==> src/soc_bus_pkg.sv <==
package soc_bus_pkg;

    typedef logic [63:0] addr_t;
    typedef logic [63:0] data_t;
    typedef logic [31:0] word_t;
    typedef logic [8:0]  ram_index_t;
    typedef logic [21:0] sdram_addr_t;
    typedef logic [15:0] half_t;
    typedef logic [2:0]  prio_t;

    // stores only use the first four codes
    typedef enum logic [2:0] {
        LS_B  = 3'd0,
        LS_H  = 3'd1,
        LS_W  = 3'd2,
        LS_D  = 3'd3,
        LS_BU = 3'd4,
        LS_HU = 3'd5,
        LS_WU = 3'd6
    } ls_type_e;

    typedef enum logic [2:0] {
        T_RAM,
        T_SDRAM,
        T_PLIC,
        T_MTIMECMP,
        T_MTIME,
        T_NONE
    } target_e;

    typedef enum logic [1:0] {
        S_IDLE,
        S_DECODE,
        S_WAIT,
        S_DONE
    } ctrl_state_e;

    // access as latched by the controller
    typedef struct packed {
        addr_t    addr;
        data_t    wdata;
        ls_type_e ls_type;
        logic     write;
    } bus_req_t;

    typedef struct packed {
        sdram_addr_t addr;
        half_t       wrdata;
        logic [1:0]  byte_en;
        logic        write_en;
        logic        read_en;
    } sdram_cmd_t;

    localparam addr_t RAM_BASE  = 64'h0;
    localparam addr_t RAM_BYTES = 64'd2048;
    localparam int    RAM_WORDS = 512;

    localparam addr_t SDRAM_BASE  = 64'h8000_0000;
    localparam addr_t SDRAM_BYTES = 64'h0080_0000;

    localparam addr_t MTIME_ADDR    = 64'h0200_BFF8;
    localparam addr_t MTIMECMP_ADDR = 64'h0200_4000;

    localparam addr_t PLIC_BASE          = 64'h0C00_0000;
    localparam addr_t PLIC_BYTES         = 64'h0040_0000;
    localparam addr_t PLIC_PENDING       = PLIC_BASE + 64'h1000;
    localparam addr_t PLIC_ENABLE        = PLIC_BASE + 64'h2000;
    localparam addr_t PLIC_THRESHOLD     = PLIC_BASE + 64'h20_0000;
    localparam addr_t PLIC_CLAIM         = PLIC_BASE + 64'h20_0004;
    localparam addr_t PLIC_ENABLE_STRIDE = 64'h80;
    localparam addr_t PLIC_CTX_STRIDE    = 64'h1000;
    localparam int    PLIC_SOURCES       = 6;
    localparam int    UART_SOURCE_ID     = 1;

    localparam data_t MTIMECMP_RESET = 64'h8000_0000;

    // low bits of raw hold the loaded value
    function automatic data_t extend_load(data_t raw, ls_type_e kind);
        case (kind)
            LS_B:    return {{56{raw[7]}}, raw[7:0]};
            LS_H:    return {{48{raw[15]}}, raw[15:0]};
            LS_W:    return {{32{raw[31]}}, raw[31:0]};
            LS_BU:   return {56'b0, raw[7:0]};
            LS_HU:   return {48'b0, raw[15:0]};
            LS_WU:   return {32'b0, raw[31:0]};
            default: return raw;
        endcase
    endfunction

endpackage

==> src/sdram_bridge.sv <==
`timescale 1ns/1ps

module sdram_bridge import soc_bus_pkg::*; (
    input  logic       clock_slow,
    input  logic       KEY0,
    input  bus_req_t   req,
    input  logic       start,
    output data_t      rdata,
    output logic       ack,
    output sdram_cmd_t cmd,
    input  half_t      sdram_rddata,
    input  logic       sdram_ready,
    input  logic       sdram_req_wait
);

    logic       busy;
    logic       beat;
    logic [1:0] step;
    logic [1:0] last_step;
    logic       is_byte;
    logic       beat_done;
    data_t      raw;
    data_t      aligned;

    assign is_byte   = (req.ls_type == LS_B) || (req.ls_type == LS_BU);
    assign beat_done = beat && !sdram_req_wait;

    // one beat per halfword
    always_comb begin
        case (req.ls_type)
            LS_W, LS_WU: last_step = 2'd1;
            LS_D:        last_step = 2'd3;
            default:     last_step = 2'd0;
        endcase
    end

    always_ff @(posedge clock_slow or negedge KEY0) begin
        if (!KEY0) begin
            busy <= 1'b0;
            beat <= 1'b0;
            step <= '0;
            ack  <= 1'b0;
            cmd  <= '0;
        end else begin
            ack <= 1'b0;
            if (start) begin
                busy <= 1'b1;
                step <= '0;
            end else if (busy && !beat && sdram_ready) begin
                cmd.addr <= req.addr[22:1] + sdram_addr_t'(step);
                if (is_byte) begin
                    // same byte on both halves and byte_en picks the lane
                    cmd.wrdata  <= {2{req.wdata[7:0]}};
                    cmd.byte_en <= req.addr[0] ? 2'b10 : 2'b01;
                end else begin
                    cmd.wrdata  <= req.wdata[16*step +: 16];
                    cmd.byte_en <= 2'b11;
                end
                cmd.write_en <= req.write;
                cmd.read_en  <= !req.write;
                beat         <= 1'b1;
            end else if (beat_done) begin
                cmd.write_en <= 1'b0;
                cmd.read_en  <= 1'b0;
                beat         <= 1'b0;
                if (step == last_step) begin
                    busy <= 1'b0;
                    ack  <= 1'b1;
                end else begin
                    step <= step + 2'd1;
                end
            end
        end
    end

    // little-endian assembly with the lowest half first
    always_ff @(posedge clock_slow) begin
        if (beat_done && !req.write) begin
            raw[16*step +: 16] <= sdram_rddata;
        end
    end

    assign aligned = (is_byte && req.addr[0]) ? {8'b0, raw[63:8]} : raw;
    assign rdata   = extend_load(aligned, req.ls_type);

endmodule

==> config.mk <==
export PLATFORM = sky130hd
export DESIGN_NAME = sdram_bridge
export DESIGN_NICKNAME = d
export VERILOG_FILES = /design/src/soc_bus_pkg.sv /design/src/sdram_bridge.sv
export SDC_FILE = /design/constraint.sdc
export NUM_CORES = 1
export LEC_CHECK = 0
export BUFFER_PORTS_ARGS = -buffer_cell sky130_fd_sc_hd__buf_2
export CORE_MARGIN = 2
export CORE_UTILIZATION = 52
export CTS_BUF_LIST = sky130_fd_sc_hd__clkbuf_16
export DETAILED_ROUTE_END_ITERATION = 12
export GPL_TIMING_DRIVEN = 0
export HOLD_SLACK_MARGIN = 0.08
export PLACE_DENSITY = 0.87
export SLEW_MARGIN = 10
export SYNTH_ARGS = -nofsm -noshare
export SYNTH_HDL_FRONTEND = slang
export SYNTH_SLANG_ARGS = --single-unit
==> constraint.sdc <==
create_clock -name clock_slow -period 4.65 [get_ports clock_slow]
set_clock_uncertainty 0.15 [all_clocks]
set_input_delay 0.6975 -clock clock_slow [delete_from_list [all_inputs] [get_ports clock_slow]]
set_output_delay 0.6975 -clock clock_slow [all_outputs]
set_load 0.05 [all_outputs]
==> impl_metrics.sql <==
INSERT INTO impl_metrics (metric_group, metric, value, unit) VALUES
('setup_path', 'timing.critical_path.arrival', '2850', 'ps'),
('sta', 'slew_violations', '0', ''),
('yosys', 'synth_seq_cells', '111', ''),
('yosys', 'mappedNetlistNets', '696', ''),
('clocking', 'cts.sinks', '111', ''),
('route', 'dr_total_vias', '5266', ''),
('global_routing', 'maximum_number_of_pins_on_one_net_before_global_route_repair', '48', ''),
('yosys', 'synth-edff-count', '64', ''),
('placement', 'dp_cells', '892', ''),
('sta', 'timing.slew.headroom', '24.3', '%'),
('clocking', 'clk_pin_slew_worst_paths', '70', 'ps'),
('setup_path', 'crit_chain', 'clkbuf_1 -> or3b_2 -> a211o_1 -> clkbuf_1 -> o31ai_1 -> buf_2 -> a21o_1 -> buf_2', ''),
('placement', 'detailedPlacementHpwl', '13600', 'um'),
('setup_path', 'critical-path-slowest-cell', 'or3b_2', ''),
('die', 'die_width', '110', 'um'),
('route', 'detailedRoute.firstIterationViolations', '464', ''),
('sta', 'timing.final.crit_period', '3700', 'ps'),
('sta', 'worst_slew_pin_slew', '1130', 'ps'),
('clocking', 'clk_path_buf_depth', '2', ''),
('yosys', 'asyncSetResetFlopFracSynth', '42.3', '%'),
('clocking', 'postCtsSetupRepairBufs', '0', ''),
('hold_path', 'min_path_type', 'register to register', ''),
('sta', 'timing_hold_violations_final', '0', ''),
('flow_run', 'max_cap_violations', '0', ''),
('yosys', 'synth_top_family_by_area', 'simple AND/OR/NAND/NOR gates', ''),
('setup_path', 'regToRegSetupSlack', '1250', 'ps'),
('layout', 'mostFrequentLayoutCell', 'buf_2', ''),
('layout', 'stdcell_count', '911', ''),
('clocking', 'cts_htree_levels', '3', ''),
('yosys', 'synthesis.yosys.warnings', '0', ''),
('layout', 'layout.nets', '924', ''),
('route', 'totalWireLength', '17600', 'um'),
('yosys', 'portion_of_the_post_synthesis_area_used_by_sequential_elements', '53.0', '%'),
('sta', 'finalSetupViolCount', '0', ''),
('yosys', 'yosysUniqueCellTypes', '43', ''),
('route', 'drcViolationCount', '0', ''),
('global_routing', 'grt_pass1_wl', '26300', 'um'),
('clocking', 'clock-root-buffer', 'clkbuf_16', ''),
('status', 'run_status', 'finished clean', ''),
('power_and_ir_drop', 'total_leakage_power', '3.70', 'nW'),
('power_and_ir_drop', 'power_density', '428', 'nW/um2'),
('setup_path', 'crit_required', '3800', 'ps'),
('setup_path', 'cp-end-kind', 'primary output', ''),
('setup_path', 'critical_path_buf_inv_count', '4', ''),
('yosys', 'post_synthesis_simple_gate_area_fraction', '20.1', '%'),
('yosys', 'yosys.area_share.adder', '1.84', '%'),
('layout', 'synth_to_final_area_change', '26.9', '%'),
('yosys', 'syn_area', '5850', 'um2'),
('route', 'routed_via_density', '5.78', ''),
('setup_path', 'critPathKind', 'input pin to primary output', ''),
('route', 'routed_wl_per_cell', '19.4', 'um'),
('clocking', 'post_cts_resize_count', '0', ''),
('power_and_ir_drop', 'report.power.total', '3.18', 'mW'),
('clocking', 'cts_made_buffers', '9', ''),
('route', 'first_pass_iters', '5', ''),
('sta', 'timing.final.ws_setup', '952', 'ps'),
('setup_path', 'type_of_element_launching_the_critical_path', 'input pin', ''),
('yosys', 'synth_xor_xnor_area_share', '1.80', '%'),
('layout', 'final_cell_area', '7420', 'um2'),
('clocking', 'clk_latency_worst_skew_pair', '350', 'ps'),
('setup_path', 'worstSetupStartpoint', 'req[1]', ''),
('setup_path', 'critical_path.max_stage_delay', '520', 'ps'),
('placement', 'post-place-ws', '968', 'ps'),
('sta', 'final.period_utilization', '79.5', '%'),
('global_routing', 'grt_antenna_before_repair', '4', ''),
('yosys', 'synth_mux_area_share', '7.88', '%'),
('global_routing', 'vias_in_the_first_global_route', '5235', ''),
('placement', 'postPlaceCellArea', '7110', 'um2'),
('die', 'floorplan.initialDensity', '53.7', '%'),
('setup_path', 'worstReg2RegStart', 'step[1]$_DFFE_PN0P_', ''),
('setup_path', 'crit_path_max_fanout', '10', '');
==> flip-flops by register name (all words and copies together) (netlist names) <==
register,flops
beat,1
cmd,42
step,2
ack,1
raw,64
busy,1
==> cells by family (layout without fill, tap and decap cells) <==
group                      Yosys count  after routing
xor gates and xnor gates            12             12
muxes                               25             25
adders and majority gates            8              8
and+or+nand+nor                    222            222
DFF                                111            111
buffers and inverters               42            275
AOI/OAI and AO/OA                  115            115
other                                0              3
==> worst paths after layout <==
check,cells past startpoint,endpoint
max in group asynchronous,1,cmd[18]$_DFFE_PN0P_
min,2,cmd[20]$_DFFE_PN0P_
min in group asynchronous,1,cmd[24]$_DFFE_PN0P_
max reg2reg,6,raw[38]$_DFFE_PP_
max,8,rdata[45]
min reg2reg,2,cmd[20]$_DFFE_PN0P_
==> layout make-up <==
class / instances / area [um2]
Timing Repair Buffer: 217 / 1090
Antenna cell: 3 / 7.51
Inverter: 7 / 26.3
Clock inverter: 7 / 72.6
Clock buffer: 9 / 225
Fill cell: 809 / 3470
Tap cell: 140 / 175
Buffer: 35 / 145
Sequential cell: 111 / 3100
Multi-Input combinational cell: 382 / 2580
==> cell usage after synthesis, types with 2 or more instances <==
cell / instances / area share (%)
nand2_1: 83 / 5.3
and2_1: 79 / 8.5
edfxtp_1: 64 / 33
dfrtp_1: 47 / 20
a21o_1: 41 / 5.3
o21ai_0: 34 / 2.9
clkbuf_1: 29 / 1.9
a21oi_1: 19 / 1.6
nor2_1: 17 / 1.1
mux4_2: 16 / 6.2
nand3_1: 10 / 0.86
mux2_2: 8 / 1.5
xnor2_1: 8 / 1.2
ha_1: 7 / 1.5
inv_1: 7 / 0.45
a31oi_1: 6 / 0.64
nor3_1: 6 / 0.51
o31ai_1: 6 / 0.77
buf_2: 5 / 0.43
or4_1: 5 / 0.64
nor4_1: 4 / 0.43
xor2_1: 4 / 0.60
nor3b_1: 3 / 0.39
or2_2: 3 / 0.32
or3_1: 3 / 0.32
nand4_1: 2 / 0.21
nand4_4: 2 / 0.73
o311ai_0: 2 / 0.30
==> power by group <==
part | total, mW | internal [mW] | switching [mW]
Sequential | 1.26 | 1.18 | 0.0776
Clock | 0.774 | 0.381 | 0.392
Combinational | 1.14 | 0.271 | 0.871
Total | 3.18 | 1.84 | 1.34
==> worst register-to-register path, delay by kind of cell (launching register included) <==
family	cells	cell delay (ps)
buf+inv	3	1250
simple gates	2	930
flops	1	530
fa+ha+maj	1	420
==> per-stage QoR <==
stage	util [%]	hold slack [ps]
CTS	68.0	325
global placement	65.3	303
floorplan	-	252
finish	68.1	325
detailed placement	65.3	307
global route	68.1	353
==> per-layer routing <==
| layer | up-vias | wire [um] | track usage (%) |
|---|---|---|---|
| met2 | 321 | 8630 | 48.3 |
| met1 | 2501 | 6410 | 33.5 |
| met3 | 73 | 1660 | 7.70 |
| met4 | 0 | 941 | 16.9 |
| met5 | - | 0 | 0 |
| li1 | 2371 | - | - |
No activity file was read; power rests on OpenSTA's default activity.
