<file path="src/soc_bus_pkg.sv">
package soc_bus_pkg;

    typedef logic [63:0] addr_t;
    typedef logic [63:0] data_t;
    typedef logic [31:0] word_t;
    typedef logic [8:0]  ram_index_t;
    typedef logic [21:0] sdram_addr_t;
    typedef logic [15:0] half_t;
    typedef logic [2:0]  prio_t;

    // stores only use the first four codes
    typedef enum logic [2:0] {
        LS_B  = 3'd0,
        LS_H  = 3'd1,
        LS_W  = 3'd2,
        LS_D  = 3'd3,
        LS_BU = 3'd4,
        LS_HU = 3'd5,
        LS_WU = 3'd6
    } ls_type_e;

    typedef enum logic [2:0] {
        T_RAM,
        T_SDRAM,
        T_PLIC,
        T_MTIMECMP,
        T_MTIME,
        T_NONE
    } target_e;

    typedef enum logic [1:0] {
        S_IDLE,
        S_DECODE,
        S_WAIT,
        S_DONE
    } ctrl_state_e;

    // access as latched by the controller
    typedef struct packed {
        addr_t    addr;
        data_t    wdata;
        ls_type_e ls_type;
        logic     write;
    } bus_req_t;

    typedef struct packed {
        sdram_addr_t addr;
        half_t       wrdata;
        logic [1:0]  byte_en;
        logic        write_en;
        logic        read_en;
    } sdram_cmd_t;

    localparam addr_t RAM_BASE  = 64'h0;
    localparam addr_t RAM_BYTES = 64'd2048;
    localparam int    RAM_WORDS = 512;

    localparam addr_t SDRAM_BASE  = 64'h8000_0000;
    localparam addr_t SDRAM_BYTES = 64'h0080_0000;

    localparam addr_t MTIME_ADDR    = 64'h0200_BFF8;
    localparam addr_t MTIMECMP_ADDR = 64'h0200_4000;

    localparam addr_t PLIC_BASE          = 64'h0C00_0000;
    localparam addr_t PLIC_BYTES         = 64'h0040_0000;
    localparam addr_t PLIC_PENDING       = PLIC_BASE + 64'h1000;
    localparam addr_t PLIC_ENABLE        = PLIC_BASE + 64'h2000;
    localparam addr_t PLIC_THRESHOLD     = PLIC_BASE + 64'h20_0000;
    localparam addr_t PLIC_CLAIM         = PLIC_BASE + 64'h20_0004;
    localparam addr_t PLIC_ENABLE_STRIDE = 64'h80;
    localparam addr_t PLIC_CTX_STRIDE    = 64'h1000;
    localparam int    PLIC_SOURCES       = 6;
    localparam int    UART_SOURCE_ID     = 1;

    localparam data_t MTIMECMP_RESET = 64'h8000_0000;

    // low bits of raw hold the loaded value
    function automatic data_t extend_load(data_t raw, ls_type_e kind);
        case (kind)
            LS_B:    return {{56{raw[7]}}, raw[7:0]};
            LS_H:    return {{48{raw[15]}}, raw[15:0]};
            LS_W:    return {{32{raw[31]}}, raw[31:0]};
            LS_BU:   return {56'b0, raw[7:0]};
            LS_HU:   return {48'b0, raw[15:0]};
            LS_WU:   return {32'b0, raw[31:0]};
            default: return raw;
        endcase
    endfunction

endpackage

</file>
<file path="src/bus_controller.sv">
`timescale 1ns/1ps

module bus_controller import soc_bus_pkg::*; (
    input  logic     clock_slow,
    input  logic     KEY0,
    input  logic     read_enable,
    input  logic     write_enable,
    input  addr_t    address,
    input  ls_type_e ls_type,
    input  data_t    write_data,
    input  data_t    mtime,
    output data_t    read_data,
    output logic     read_done,
    output logic     write_done,
    output bus_req_t req,
    output logic     ram_start,
    output logic     sdram_start,
    output logic     plic_start,
    input  logic     ram_ack,
    input  logic     sdram_ack,
    input  logic     plic_ack,
    input  data_t    ram_rdata,
    input  data_t    sdram_rdata,
    input  data_t    plic_rdata
);

    ctrl_state_e state;
    target_e     target;
    data_t       mtimecmp;
    logic        ack_sel;
    data_t       rdata_sel;
    logic        accept;

    assign accept = (state == S_IDLE) && (read_enable || write_enable);

    // offsets wrap below the base, so one unsigned compare covers a range
    always_comb begin
        if ((req.addr - RAM_BASE) < RAM_BYTES) begin
            target = T_RAM;
        end else if ((req.addr - SDRAM_BASE) < SDRAM_BYTES) begin
            target = T_SDRAM;
        end else if (req.addr == MTIME_ADDR) begin
            target = T_MTIME;
        end else if (req.addr == MTIMECMP_ADDR) begin
            target = T_MTIMECMP;
        end else if ((req.addr - PLIC_BASE) < PLIC_BYTES) begin
            target = T_PLIC;
        end else begin
            target = T_NONE;
        end
    end

    assign ram_start   = (state == S_DECODE) && (target == T_RAM);
    assign sdram_start = (state == S_DECODE) && (target == T_SDRAM);
    assign plic_start  = (state == S_DECODE) && (target == T_PLIC);

    always_comb begin
        case (target)
            T_RAM: begin
                ack_sel   = ram_ack;
                rdata_sel = ram_rdata;
            end
            T_SDRAM: begin
                ack_sel   = sdram_ack;
                rdata_sel = sdram_rdata;
            end
            T_PLIC: begin
                ack_sel   = plic_ack;
                rdata_sel = plic_rdata;
            end
            default: begin
                ack_sel   = 1'b0;
                rdata_sel = '0;
            end
        endcase
    end

    always_ff @(posedge clock_slow or negedge KEY0) begin
        if (!KEY0) begin
            state      <= S_IDLE;
            read_done  <= 1'b1;
            write_done <= 1'b1;
            mtimecmp   <= MTIMECMP_RESET;
        end else begin
            case (state)
                S_IDLE: begin
                    if (accept) begin
                        read_done  <= !read_enable;
                        write_done <= !write_enable;
                        state      <= S_DECODE;
                    end
                end
                S_DECODE: begin
                    // timer registers and holes finish here
                    if (target inside {T_MTIME, T_MTIMECMP, T_NONE}) begin
                        state <= S_DONE;
                    end else begin
                        state <= S_WAIT;
                    end
                    if (target == T_MTIMECMP && req.write) begin
                        mtimecmp <= req.wdata;
                    end
                end
                S_WAIT: begin
                    if (ack_sel) begin
                        state <= S_DONE;
                    end
                end
                default: begin
                    read_done  <= 1'b1;
                    write_done <= 1'b1;
                    state      <= S_IDLE;
                end
            endcase
        end
    end

    always_ff @(posedge clock_slow) begin
        if (accept) begin
            req.addr    <= address;
            req.wdata   <= write_data;
            req.ls_type <= ls_type;
            req.write   <= write_enable;
        end
        if (!req.write) begin
            if (state == S_DECODE) begin
                case (target)
                    T_MTIME:    read_data <= mtime;
                    T_MTIMECMP: read_data <= mtimecmp;
                    T_NONE:     read_data <= '0;
                    default:    ;
                endcase
            end else if (state == S_WAIT && ack_sel) begin
                read_data <= rdata_sel;
            end
        end
    end

endmodule

</file>
<file path="config.mk">
export PLATFORM = sky130hd
export DESIGN_NAME = bus_controller
export DESIGN_NICKNAME = d
export VERILOG_FILES = /design/src/soc_bus_pkg.sv /design/src/bus_controller.sv
export SDC_FILE = /design/constraint.sdc
export NUM_CORES = 1
export LEC_CHECK = 0
export BUFFER_PORTS_ARGS = -buffer_cell sky130_fd_sc_hd__buf_2
export CORE_AREA = 4 4 231 233
export DETAILED_ROUTE_END_ITERATION = 8
export DIE_AREA = 0 0 235 237
export PLACE_DENSITY = 0.59
export SLEW_MARGIN = 20
export SYNTH_ARGS = -nofsm -noshare
export SYNTH_HDL_FRONTEND = slang
export SYNTH_SLANG_ARGS = --single-unit
</file>
<file path="constraint.sdc">
create_clock -name clock_slow -period 10.3 [get_ports clock_slow]
set_input_delay 0.515 -clock clock_slow [delete_from_list [all_inputs] [get_ports clock_slow]]
set_output_delay 0.515 -clock clock_slow [all_outputs]
set_load 0.1 [all_outputs]
</file>
==> metrics.txt <==
result of the run=finished, final reports clean; adder-cell share of the synthesized area=less than 1%; logic depth of the worst path, buffers included=11; critical path endpoint category=output pin; area of all placed cells without fillers=16,900 sq um; most common cell in the synthesized netlist=sky130_fd_sc_hd__edfxtp_1; Commonest cells post-synth=sky130_fd_sc_hd__edfxtp_1, sky130_fd_sc_hd__nand2_1, sky130_fd_sc_hd__dfrtp_1; clock buffer count from CTS=30; critical path peak fanout=31; layout cell share with drive strength beyond 1=43.7%; post-synthesis simple-gate area fraction=between 10 and 15%; area of the mapped netlist=roughly 12,000 sq um; cell-by-cell trace of the critical path=inv_1 > ha_1 > nor4b_2 > nand4_1 > or4b_1 > o311ai_0 > nand2b_1 > nor4_2 > buf_4 > and2_1 > buf_2; Power per Cell Area=about 290 nW/um^2; routed length per placed instance=between 20 and 25 um; Setup violations, final=0; antenna viol nets, final=0; drt initial violations=664; startpoint class of the critical path=flop; CTS HTree Levels=1; Top Ports=595; reported max-cap violation count=0; area of the core region=51,200 sq um; placed instance count=2,183; post-route clock skew=roughly 0.018 ns; final cell count without fillers=2,244; number of enable-type register cells in the synthesized netlist=about 200; Post-route DRC=0; total iterations of the first detailed-routing run=7; Avg Cell Area, Syn=about 13 sq um; worst min-delay path category=in -> reg; CP peak stage delay=between 0.6 and 0.7 ns; VDD IR-drop max=about 0.00019 V; post-CTS resize count=0; synthesized instance count=around 960; GPL Wtd Cong=~0.99; setup repair after global routing missed its margin=false; multiplexer area fraction after synthesis=just over 6%; total track usage=17.4%; Arr. time, crit path=about 5.0 ns; largest family of logic cells by synthesized area=compound AO/OA/AOI/OAI gates; count of nets after finishing=around 1,900; floorplan die height=237 um; total die area=55,700 sq um; kind of cell adding the most delay to the critical path=simple AND/OR/NAND/NOR gates; final hold slack=0.107 ns; first-pass GRT wire length=approximately 75 mm; Site Rows=83; CP Buf/Inv Count=3; final worst path period need=5.49 ns; worst hold path stage count=1; met3 routed WL=approximately 4.6 mm; Leak Pwr=approximately 6.8 nW; portion of the post-synthesis area used by sequential elements=62.3%; Synth Register Bits=about 260; via count of the first global-routing pass=about 11,000; gr ovfl total=0; latest clock arrival within the worst-skew pair=about 0.58 ns; Post-Synthesis Net Count=1,362; number of clock sinks seen by CTS=approximately 260; root buffer cell=sky130_fd_sc_hd__clkbuf_16; Synth Area in Compound Gates=roughly 15%; startpoint-to-endpoint class of the critical path=reg -> out; pin count of the biggest net entering global routing=76; cell with the largest stage delay on the worst path=sky130_fd_sc_hd__or4b_1; final slew viol count=0; wire length on met1=~20 mm; Slew headroom=28.0%; antenna violations before repair=9; number of failing hold endpoints at the final stage=0; top cell type's share of synthesized area=between 40% and 50%; P&R area growth vs syn=39.0%; data required time at the worst endpoint=9.79 ns; overall via count from detail_route=approximately 11,000; maximum clock frequency=~180 MHz; number of buffers inserted to repair setup after CTS=0; CTS Buffer Depth=3; width of the die=between 200 and 250 um; detailed-placement wirelength estimate=~40 mm; xor and xnor fraction of the mapped netlist area=0.575%; depth of the worst register-to-register path=11; effective utilization at floorplan=between 20% and 30%; Worst-path clk slew=roughly 0.060 ns; vias per inst=about 5; cell taking the most area after synthesis=sky130_fd_sc_hd__edfxtp_1; Area contributors post-synth=sky130_fd_sc_hd__edfxtp_1, sky130_fd_sc_hd__dfrtp_1, sky130_fd_sc_hd__mux2_1; post-route setup TNS=0 ns; most instantiated flip-flop cell in the synthesis netlist=sky130_fd_sc_hd__edfxtp_1; wire length reported by the detailed router=between 50 and 60 mm; met2 wirelength from detailed routing=between 20 and 30 mm; post-place instance area=between 15,000 and 20,000 sq um; pin slew with the least headroom to its limit=1.08 ns; highest routed metal layer=met5; count of different cell masters after synthesis=72; fraction of the cycle the final worst path needs=between 50 and 60%; Async SR Flop Fraction=about a quarter; Port Buffers=just under 600; count of yosys warnings during synthesis=0; clock tree from TritonCTS=done
[per-layer routing]
metal / GRT usage (%) / vias up
met4: 6.78 / 10
met3: 5.23 / 100
met2: 29.9 / 596
li1: - / 5019
met5: 0 / -
met1: 20.6 / 5464
[state kept, by name, summed over array words and instances (netlist names)]
signal and cells:
state 2, read_data 64, read_done 1, write_done 1, mtimecmp 64, req 132
[final timing paths]
| kind | end | from | slack [ns] |
|---|---|---|---|
| hold / removal | req[46] | write_data[42] | 0.11 |
| setup / recovery | plic_start | req[99] | 4.81 |
| min in group asynchronous | mtimecmp[38] | KEY0 | 0.45 |
| hold reg to reg | mtimecmp[35] | req[39] | 0.48 |
| setup reg to reg | read_data[4] | req[99] | 4.89 |
| max in group asynchronous | mtimecmp[31] | KEY0 | 9.21 |
[cells in the final DEF (no fill, tap or decap), drive strengths merged, types with 3 or more instances in the layout]
master and n:
buf 609, edfxtp 196, nand2 136, o21ai 75, mux2 66, dfrtp 65
a221oi 64, a32oi 64, clkbuf 39, nor3 26, nor2 25, nand4 20
nor4 16, or4 13, inv 12, or3 12, nand3 12, clkinv 11
a21oi 7, and4 6, ha 6, xnor2 5, or4b 5, nand2b 4
nand4b 4, o2111ai 4, bufinv 4, o31ai 4, diode 3, xor2 3
nor2b 3, and2 3, dfstp 3, or2 3, o22ai 3
[report_power, final]
group	switching [mW]	total [mW]	internal (mW)
Combinational	1.81	2.15	0.347
Clock	0.437	1.09	0.648
Sequential	0.163	1.62	1.45
[layout make-up]
cell class / count / area, sq um
antenna: 3 / 7.51
clock buffer: 39 / 805
clock inverter: 17 / 194
fill: 5239 / 34300
inverter: 12 / 45.0
multi-input combinational: 619 / 4320
sequential: 264 / 7590
tap: 680 / 851
timing repair buffer: 610 / 3110
[cell families (layout without fill, tap and decap cells)]
family | count (synthesis) | in the layout
buffers and inverters | 79 | 678
flip-flops | 264 | 264
adder cells (fa/ha/maj) | 6 | 6
AND/OR/NAND/NOR | 296 | 296
AO/OA/AOI/OAI | 242 | 242
multiplexers | 67 | 67
XOR/XNOR | 8 | 8
other | 0 | 3
[repair_timing]
| item | in CTS | in global routing |
|---|---|---|
| hold buffers | 0 | 1 |
| endpoints found under the setup margin | 0 | 0 |
| endpoints found under the hold margin | 0 | 32 |
[stage by stage]
step / total power [mW] / setup slack, ns / util [%]
floorplan: 3.30 / 3.10 / -
global placement: 3.79 / 4.98 / 31.0
detailed placement: 3.80 / 4.97 / 31.0
CTS: 4.90 / 4.77 / 33.0
global route: 5.04 / 4.50 / 33.1
finish: 4.86 / 4.81 / 33.1
Note: power is estimated with default switching activity, not from simulation.
