[config.mk]
export PLATFORM = sky130hd
export DESIGN_NAME = plic_regs
export DESIGN_NICKNAME = d
export VERILOG_FILES = /design/src/soc_bus_pkg.sv /design/src/plic_regs.sv
export SDC_FILE = /design/constraint.sdc
export NUM_CORES = 1
export LEC_CHECK = 0
export ABC_CLOCK_PERIOD_IN_PS = 4200
export BUFFER_PORTS_ARGS = -buffer_cell sky130_fd_sc_hd__buf_2
export CAP_MARGIN = 5
export CORE_MARGIN = 2
export CORE_UTILIZATION = 53
export DETAILED_ROUTE_END_ITERATION = 10
export PLACE_DENSITY = 0.9
export SLEW_MARGIN = 20
export SYNTH_ARGS = -nofsm -noshare
export SYNTH_HDL_FRONTEND = slang
export SYNTH_SLANG_ARGS = --single-unit
export TNS_END_PERCENT = 20
[constraint.sdc]
create_clock -name clock_slow -period 4.2 [get_ports clock_slow]
set_input_delay 0.21 -clock clock_slow [delete_from_list [all_inputs] [get_ports clock_slow]]
set_output_delay 0.21 -clock clock_slow [all_outputs]
set_load 0.02 [all_outputs]
[src/soc_bus_pkg.sv]
package soc_bus_pkg;

    typedef logic [63:0] addr_t;
    typedef logic [63:0] data_t;
    typedef logic [31:0] word_t;
    typedef logic [8:0]  ram_index_t;
    typedef logic [21:0] sdram_addr_t;
    typedef logic [15:0] half_t;
    typedef logic [2:0]  prio_t;

    // stores only use the first four codes
    typedef enum logic [2:0] {
        LS_B  = 3'd0,
        LS_H  = 3'd1,
        LS_W  = 3'd2,
        LS_D  = 3'd3,
        LS_BU = 3'd4,
        LS_HU = 3'd5,
        LS_WU = 3'd6
    } ls_type_e;

    typedef enum logic [2:0] {
        T_RAM,
        T_SDRAM,
        T_PLIC,
        T_MTIMECMP,
        T_MTIME,
        T_NONE
    } target_e;

    typedef enum logic [1:0] {
        S_IDLE,
        S_DECODE,
        S_WAIT,
        S_DONE
    } ctrl_state_e;

    // access as latched by the controller
    typedef struct packed {
        addr_t    addr;
        data_t    wdata;
        ls_type_e ls_type;
        logic     write;
    } bus_req_t;

    typedef struct packed {
        sdram_addr_t addr;
        half_t       wrdata;
        logic [1:0]  byte_en;
        logic        write_en;
        logic        read_en;
    } sdram_cmd_t;

    localparam addr_t RAM_BASE  = 64'h0;
    localparam addr_t RAM_BYTES = 64'd2048;
    localparam int    RAM_WORDS = 512;

    localparam addr_t SDRAM_BASE  = 64'h8000_0000;
    localparam addr_t SDRAM_BYTES = 64'h0080_0000;

    localparam addr_t MTIME_ADDR    = 64'h0200_BFF8;
    localparam addr_t MTIMECMP_ADDR = 64'h0200_4000;

    localparam addr_t PLIC_BASE          = 64'h0C00_0000;
    localparam addr_t PLIC_BYTES         = 64'h0040_0000;
    localparam addr_t PLIC_PENDING       = PLIC_BASE + 64'h1000;
    localparam addr_t PLIC_ENABLE        = PLIC_BASE + 64'h2000;
    localparam addr_t PLIC_THRESHOLD     = PLIC_BASE + 64'h20_0000;
    localparam addr_t PLIC_CLAIM         = PLIC_BASE + 64'h20_0004;
    localparam addr_t PLIC_ENABLE_STRIDE = 64'h80;
    localparam addr_t PLIC_CTX_STRIDE    = 64'h1000;
    localparam int    PLIC_SOURCES       = 6;
    localparam int    UART_SOURCE_ID     = 1;

    localparam data_t MTIMECMP_RESET = 64'h8000_0000;

    // low bits of raw hold the loaded value
    function automatic data_t extend_load(data_t raw, ls_type_e kind);
        case (kind)
            LS_B:    return {{56{raw[7]}}, raw[7:0]};
            LS_H:    return {{48{raw[15]}}, raw[15:0]};
            LS_W:    return {{32{raw[31]}}, raw[31:0]};
            LS_BU:   return {56'b0, raw[7:0]};
            LS_HU:   return {48'b0, raw[15:0]};
            LS_WU:   return {32'b0, raw[31:0]};
            default: return raw;
        endcase
    endfunction

endpackage

[src/plic_regs.sv]
`timescale 1ns/1ps

module plic_regs import soc_bus_pkg::*; (
    input  logic     clock_slow,
    input  logic     KEY0,
    input  bus_req_t req,
    input  logic     start,
    output data_t    rdata,
    output logic     ack,
    input  logic     irq_source,
    output logic     meip,
    output logic     msip
);

    prio_t      prio [PLIC_SOURCES];
    word_t      pending;
    word_t      enable [2];
    prio_t      threshold [2];
    word_t      claim_id [2];
    logic       irq_prev;
    logic       prio_sel;
    logic [2:0] prio_id;
    logic [1:0] en_sel;
    logic [1:0] th_sel;
    logic [1:0] cl_sel;
    data_t      reg_val;

    assign prio_id  = req.addr[4:2];
    assign prio_sel = (req.addr < PLIC_PENDING) && (req.addr[11:2] < PLIC_SOURCES);

    // register decode and read mux per context
    always_comb begin
        reg_val = '0;
        if (prio_sel) begin
            reg_val = data_t'(prio[prio_id]);
        end else if (req.addr == PLIC_PENDING) begin
            reg_val = data_t'(pending);
        end
        for (int c = 0; c < 2; c++) begin
            // only the uart source is wired
            claim_id[c] = (pending[UART_SOURCE_ID] && enable[c][UART_SOURCE_ID])
                        ? word_t'(UART_SOURCE_ID) : '0;
            en_sel[c] = (req.addr == PLIC_ENABLE + PLIC_ENABLE_STRIDE * addr_t'(c));
            th_sel[c] = (req.addr == PLIC_THRESHOLD + PLIC_CTX_STRIDE * addr_t'(c));
            cl_sel[c] = (req.addr == PLIC_CLAIM + PLIC_CTX_STRIDE * addr_t'(c));
            if (en_sel[c]) reg_val = data_t'(enable[c]);
            if (th_sel[c]) reg_val = data_t'(threshold[c]);
            if (cl_sel[c]) reg_val = data_t'(claim_id[c]);
        end
    end

    assign meip = (claim_id[0] != '0);
    assign msip = (claim_id[1] != '0);

    always_ff @(posedge clock_slow or negedge KEY0) begin
        if (!KEY0) begin
            for (int i = 0; i < PLIC_SOURCES; i++) prio[i] <= '0;
            for (int c = 0; c < 2; c++) begin
                enable[c]    <= '0;
                threshold[c] <= '0;
            end
            pending  <= '0;
            irq_prev <= 1'b0;
            rdata    <= '0;
            ack      <= 1'b0;
        end else begin
            ack      <= start;
            irq_prev <= irq_source;
            if (start && !req.write) begin
                rdata <= reg_val;
                // a claim read takes the source off the pending map
                for (int c = 0; c < 2; c++) begin
                    if (cl_sel[c] && claim_id[c] != '0) pending[claim_id[c][4:0]] <= 1'b0;
                end
            end
            if (start && req.write) begin
                if (prio_sel) prio[prio_id] <= req.wdata[2:0];
                for (int c = 0; c < 2; c++) begin
                    if (en_sel[c]) enable[c] <= req.wdata[31:0];
                    if (th_sel[c]) threshold[c] <= req.wdata[2:0];
                end
            end
            // a new edge wins over a claim in the same cycle
            if (irq_source && !irq_prev) pending[UART_SOURCE_ID] <= 1'b1;
        end
    end

endmodule

==> results of run 1 <==
## through the flow
step           cells  hold slack (ps)  utilization [%]  power (uW)  instance area [um^2]
2_1_floorplan    513           -85.59                -        1297                  5884
3_3_place_gp     739            75.09            59.85        1361                  6431
3_5_place_dp     739            79.02            59.85        1366                  6431
4_1_cts          803            33.96            68.23        2795                  7332
5_1_grt          805            54.85            68.28        2879                  7337
6_report         805            59.74            68.28        2787                  7337
## layout make-up
type                    instances  area, um^2
diodes                          2       5.005
clock buffers                  18       417.9
clock inverters                14       162.7
fillers                       736        3408
inverters                       7       26.28
multi-input cells             325        2389
repair buffers                175        1059
flip-flops and latches        124        3103
well taps                     140       175.2
## power breakdown
part / switching [uW] / leakage [uW] / total [uW] / internal (uW)
Combinational: 108 / 0.00165 / 173 / 64.7
Clock: 560 / 0.000282 / 1420 / 857
Sequential: 0.757 / 0.00172 / 1200 / 1200
Total: 669 / 0.00365 / 2790 / 2120
## synth_stat cells (all sizes together), types with 3 or more instances
master	number
or3	3
nand4	4
inv	7
and2	3
mux2i	3
mux4	3
o211ai	4
buf	44
nand3	14
nor4	18
dfrtp	124
mux2	88
o21ai	36
nand2	44
nor2b	3
nor3	8
a22oi	31
nor2	7
clkbuf	13
## cells in the final DEF, fill, tap and decap left out, types with 2 or more instances in the layout
| cell type | count |
|---|---|
| o21ai_0 | 34 |
| nor4_4 | 2 |
| clkbuf_16 | 16 |
| clkinv_4 | 6 |
| nor3b_1 | 2 |
| and3_1 | 2 |
| or3_1 | 3 |
| o211ai_1 | 4 |
| o21ai_1 | 2 |
| conb_1 | 32 |
| inv_6 | 3 |
| a22oi_1 | 31 |
| and2_1 | 3 |
| mux2_2 | 88 |
| nand3_1 | 13 |
| inv_1 | 7 |
| dfrtp_1 | 124 |
| buf_4 | 9 |
| nand4_1 | 4 |
| nand2_1 | 44 |
| mux2i_1 | 3 |
| nor4_1 | 15 |
| nand2b_1 | 2 |
| nor2_1 | 7 |
| dlygate4sd3_1 | 32 |
| nor2b_1 | 3 |
| o2111a_1 | 2 |
| mux4_2 | 3 |
| bufinv_16 | 2 |
| or4_1 | 2 |
| nor3_1 | 7 |
| diode_2 | 2 |
| buf_2 | 134 |
| and4_1 | 2 |
## per-layer routing
layer	global-route usage (%)	up-vias
met2	48.02	258
met4	13.64	0
met1	31.98	2259
met5	0	-
li1	-	2046
met3	7.294	39
## cells by family (layout without fill, tap and decap cells)
kind of cell	Yosys count	after routing	share of synthesized area (%)
AOI/OAI and AO/OA	83	83	9.479
buffers and inverters	64	214	6.898
DFF	124	124	53.80
muxes	94	94	18.87
other	1	34	0.06501
and+or+nand+nor	116	116	10.89
## registers in the layout, summed over array words and instances (netlist names)
signal,cells
ack,1
enable,64
irq_prev,1
pending,2
prio,18
rdata,32
threshold,6
## repair_timing
item,in CTS,in global routing
hold buffers,32,0
hold endpoints to repair,93,0
setup endpoints to repair,0,0
## critical path, stage by stage
cell and delay (ps):
buf_2 100, or3_1 500, or4b_1 530, nor3_1 410
a31oi_1 230, nand2_1 760, o21ai_0 270
## worst paths after layout
path                                  from    endpoint  slack [ps]  depth (start not counted)
worst max register to register     prio[7]    rdata[1]        2620                          6
min in group asynchronous             KEY0   rdata[25]          80                          2
worst min-delay path                req[6]   enable[2]          60                          3
worst max-delay path               req[69]    rdata[5]        1530                          7
max in group asynchronous             KEY0   rdata[20]        3100                          3
worst min register to register  pending[0]  pending[0]         390                          0
==> impl_metrics.toml, run 1 <==
[sta]
worstMarginPinSlew_ps = 978.3
fin_setup_tns_ps = 0
finalMaxSlewViolations = 0
finalCriticalPeriod_ps = 2672
timing_hold_violations_final = 0
setup_viol = 0
final.setup.worst_slack_ps = 1528
fin_skew_ps = 11.38
rsz0062_at_grt = "false"
post-route-period-util_pct = 63.61
fmax_mhz = 374.3
maxSlewHeadroom_pct = 34.62

[place]
gp_congestion = 0.8948
pre_cts_slack_ps = 1049
dpl.hpwl_mm = 9.702
portBuffers = 135

[die]
core_um2 = 10750
die-width_um = 108.3
initial_core_util_pct = 53.68
num_io_pins = 203
die_area_um2 = 11730
num_rows = 38
dieHeight_um = 108.3

[synthesis]
synth_seq_cells = 124
synth_area_um2 = 5768
synth_edf_count = 0
synth_area_per_cell_um2 = 11.97
async_flop_share_pct = 100.0
yosysWarnings = 0
synth-main-ff-cell = "dfrtp_1"
synth_top_area_cell = "dfrtp_1"
synthTopCellsByArea = "dfrtp_1 54%, mux2_2 17%, buf_4 4.3%"
synth-seq-area-share_pct = 53.80
ys_types = 45
synth_top_area_share_pct = 53.80
syn_inst = 482

[global_routing]
antenna_found_initial = 2
grt_pass1_wl_mm = 24.60
grt_start_max_net_pins = 62
overflow = 0
grt_pass1_vias = 4916
track_usage_pct = 27.77

[final_layout]
finalNetCount = 786
drive_gt1_share_pct = 40.72
areaGrowthSynthToFinish_pct = 27.20

[clocking]
cts_sinks = 124
tritoncts = "yes"
clk_path_buf_depth = 2
cts_resized = 0
postCtsSetupBuffers = 0
clk_pin_slew_worst_paths_ps = 60
h-tree-depth = 4
insertion_delay_ps = 520
cts_buffers = 17
cts-root-buf = "clkbuf_8"

[critical_path]
critical_path_class = "input pin to flop"
cp-start-kind = "input pin"
arrival_ps = 3020
cp_max_fo = 29
crit_path_end_kind = "flop"
cp.required_ps = 4550

[route]
avgViaCountPerCell = 5.717
detail-route-antenna-nets = 0
wl_met1_mm = 5.699
wl_met2_mm = 8.353
drt_iter0_drc = 294
wl_per_cell_um = 19.36
met3_length_mm = 1.117
drt_wl_total_mm = 15.58
drc = 0
top_layer_used = "met4"
vias = 4602
drt-pass1-iter-count = 5

[run]
drv_cap = 0

[pwr]
p_per_area_nw_per_um2 = 379.9
p_leak_uw = 0.003654
ir_drop_mv = 0.2540

[hold_path]
hp-class = "input pin to flop"

[status]
status = "finished clean"
No activity file was read; power rests on OpenSTA's default activity.
==> inputs of run 2 (changes only) <==
--- a/config.mk
+++ b/config.mk
@@ -5,13 +5,13 @@
 export SDC_FILE = /design/constraint.sdc
 export NUM_CORES = 1
 export LEC_CHECK = 0
-export ABC_CLOCK_PERIOD_IN_PS = 4200
+export ABC_CLOCK_PERIOD_IN_PS = 2450
 export BUFFER_PORTS_ARGS = -buffer_cell sky130_fd_sc_hd__buf_2
 export CAP_MARGIN = 5
 export CORE_MARGIN = 2
-export CORE_UTILIZATION = 53
+export CORE_UTILIZATION = 45
 export DETAILED_ROUTE_END_ITERATION = 10
-export PLACE_DENSITY = 0.9
+export PLACE_DENSITY = 0.82
 export SLEW_MARGIN = 20
 export SYNTH_ARGS = -nofsm -noshare
 export SYNTH_HDL_FRONTEND = slang
==> constraint.sdc (replaced) <==
create_clock -name clock_slow -period 2.45 [get_ports clock_slow]
set_input_delay 0.1225 -clock clock_slow [delete_from_list [all_inputs] [get_ports clock_slow]]
set_output_delay 0.1225 -clock clock_slow [all_outputs]
set_load 0.02 [all_outputs]
==> impl_metrics.toml, run 2 (synthesis results as in run 1) <==
[route]
vias = 4599
detail-route-antenna-nets = 0
drt_wl_total_mm = 14.92
drc = 0
avgViaCountPerCell = 5.398
drt_iter0_drc = 294
drt-pass1-iter-count = 5
wl_per_cell_um = 17.51

[pwr]
p_per_area_nw_per_um2 = 626.2
pwr-share-seq_pct = 43.4
p_total_uw = 4732
p_leak_uw = 0.003760
clock_power_share_pct = 50.2
power.switching_uw = 1028
power.internal_uw = 3703
ir_drop_mv = 0.5240
pwr-share-comb_pct = 6.4
sw_frac_of_total_pct = 21.73

[sta]
worstMarginPinSlew_ps = 636.5
maxSlewHeadroom_pct = 57.56
finalCriticalPeriod_ps = 2030
fin_skew_ps = 7.438
final.setup.worst_slack_ps = 419.6
setup_viol = 0
timing_hold_violations_final = 0
holdWs_ps = 81.87
rsz0062_at_grt = "false"
post-route-period-util_pct = 82.87
finalMaxSlewViolations = 0
fmax_mhz = 492.5

[clocking]
postCtsSetupBuffers = 0
holdBufCountCts = 32
insertion_delay_ps = 420
cts-root-buf = "clkbuf_16"
cts_buffers = 17
cts_sinks = 124
tritoncts = "yes"
clk_pin_slew_worst_paths_ps = 50
clk_path_buf_depth = 2
h-tree-depth = 4
cts_resized = 0

[final_layout]
finalNetCount = 805
areaGrowthSynthToFinish_pct = 31.00
fill_cells = 986
reg_top3 = "enable (64), rdata (32), prio (18)"
final_cell_mix = "134 x buf_2, 124 x dfrtp_1, 88 x mux2_2"
drive_gt1_share_pct = 41.76
num_antenna_cells = 0
largest_reg_flops = 64
top_register = "enable"
multiInputGateArea_um2 = 2389
seq_area_um2 = 3103
final_common_cell = "buf_2"
fin_cells = 852

[critical_path]
rrSetupSlack_ps = 860
cp.required_ps = 2750
crit_path_end_kind = "flop"
slowest_stage = "mux2_2"
cp-start-kind = "input pin"
cp_max_fo = 12
path_cells = "buf_2 > nor4_1 > nand4_1 > buf_4 > nor4_1 > buf_4 > nand4_1 > nor2_1 > mux2_2"
slowest_delay_ps = 380
critical_path_class = "input pin to flop"
arrival_ps = 2330
setup.worst_path.start = "req[78]"
r2r-start = "prio[11]"

[place]
dpl.hpwl_mm = 10.08
gp_congestion = 0.9463
place_inst = 790
portBuffers = 135
pre_cts_slack_ps = -43.37

[hold_path]
hp-start = "req[6]"
hp-class = "input pin to flop"

[global_routing]
grt_start_max_net_pins = 58
overflow = 0
antenna_found_initial = 0
grt_pass1_vias = 4832
track_usage_pct = 23.14
grt_pass1_wl_mm = 23.91

[die]
num_io_pins = 203
initial_core_util_pct = 45.89
core_um2 = 12570
die_area_um2 = 13740
dieHeight_um = 117.2
die-width_um = 117.2
num_rows = 41

[status]
status = "finished clean"

[run]
drv_cap = 0
[run 2: changes by cell type in the layout (fill, tap and decap cells not counted), sizes merged]
cell    delta
clkinv     -3
inv        -4
clkbuf     +5
diode      -2
buf       +19
[run 2: power by group through the flow]
stage / Sequential [uW] / Combinational, uW / Clock, uW
global route: 2050 / 337 / 2510
global placement: 2090 / 256 / 0
floorplan: 2090 / 130 / 0
detailed placement: 2090 / 263 / 0
CTS: 2060 / 304 / 2410
finish: 2060 / 303 / 2370
[run 2: through the flow]
step | cell area [um^2] | TNS (ps) | util, %
detailed placement | 6676 | -370.7 | 53.12
finish | 7556 | 0 | 60.12
global route | 7556 | 0 | 60.12
floorplan | 5884 | 0 | -
global placement | 6676 | 0 | 53.12
CTS | 7556 | 0 | 60.12
[run 2: layout make-up]
type | count | share of cell area (%)
sequential | 124 | 41.07
timing repair buffer | 194 | 16.72
clock buffer | 23 | 6.193
inverter | 7 | 0.3477
clock inverter | 7 | 1.209
tap | 172 | 2.848
multi-input combinational | 325 | 31.61
[run 2: routing by layer]
layer  track usage [%]  vias up  part of all wire (%)
met5                 0        -                     0
met4             12.63        0                   3.2
met3             6.025       41                   6.5
met2             39.89      229                    53
met1             26.24     2254                    38
li1                  -     2075                     -
[run 2: worst paths after layout]
kind / to / depth (start not counted)
min: enable[2] / 3
max in group asynchronous: rdata[30] / 3
min in group asynchronous: enable[3] / 2
min reg2reg: pending[0] / 0
max: threshold[1] / 9
max reg2reg: rdata[2] / 6
[run 2: critical path, delay by kind of cell]
| family | cells | cell delay, ps |
|---|---|---|
| buffers and inverters | 3 | 530 |
| muxes | 1 | 380 |
| and+or+nand+nor | 5 | 1290 |
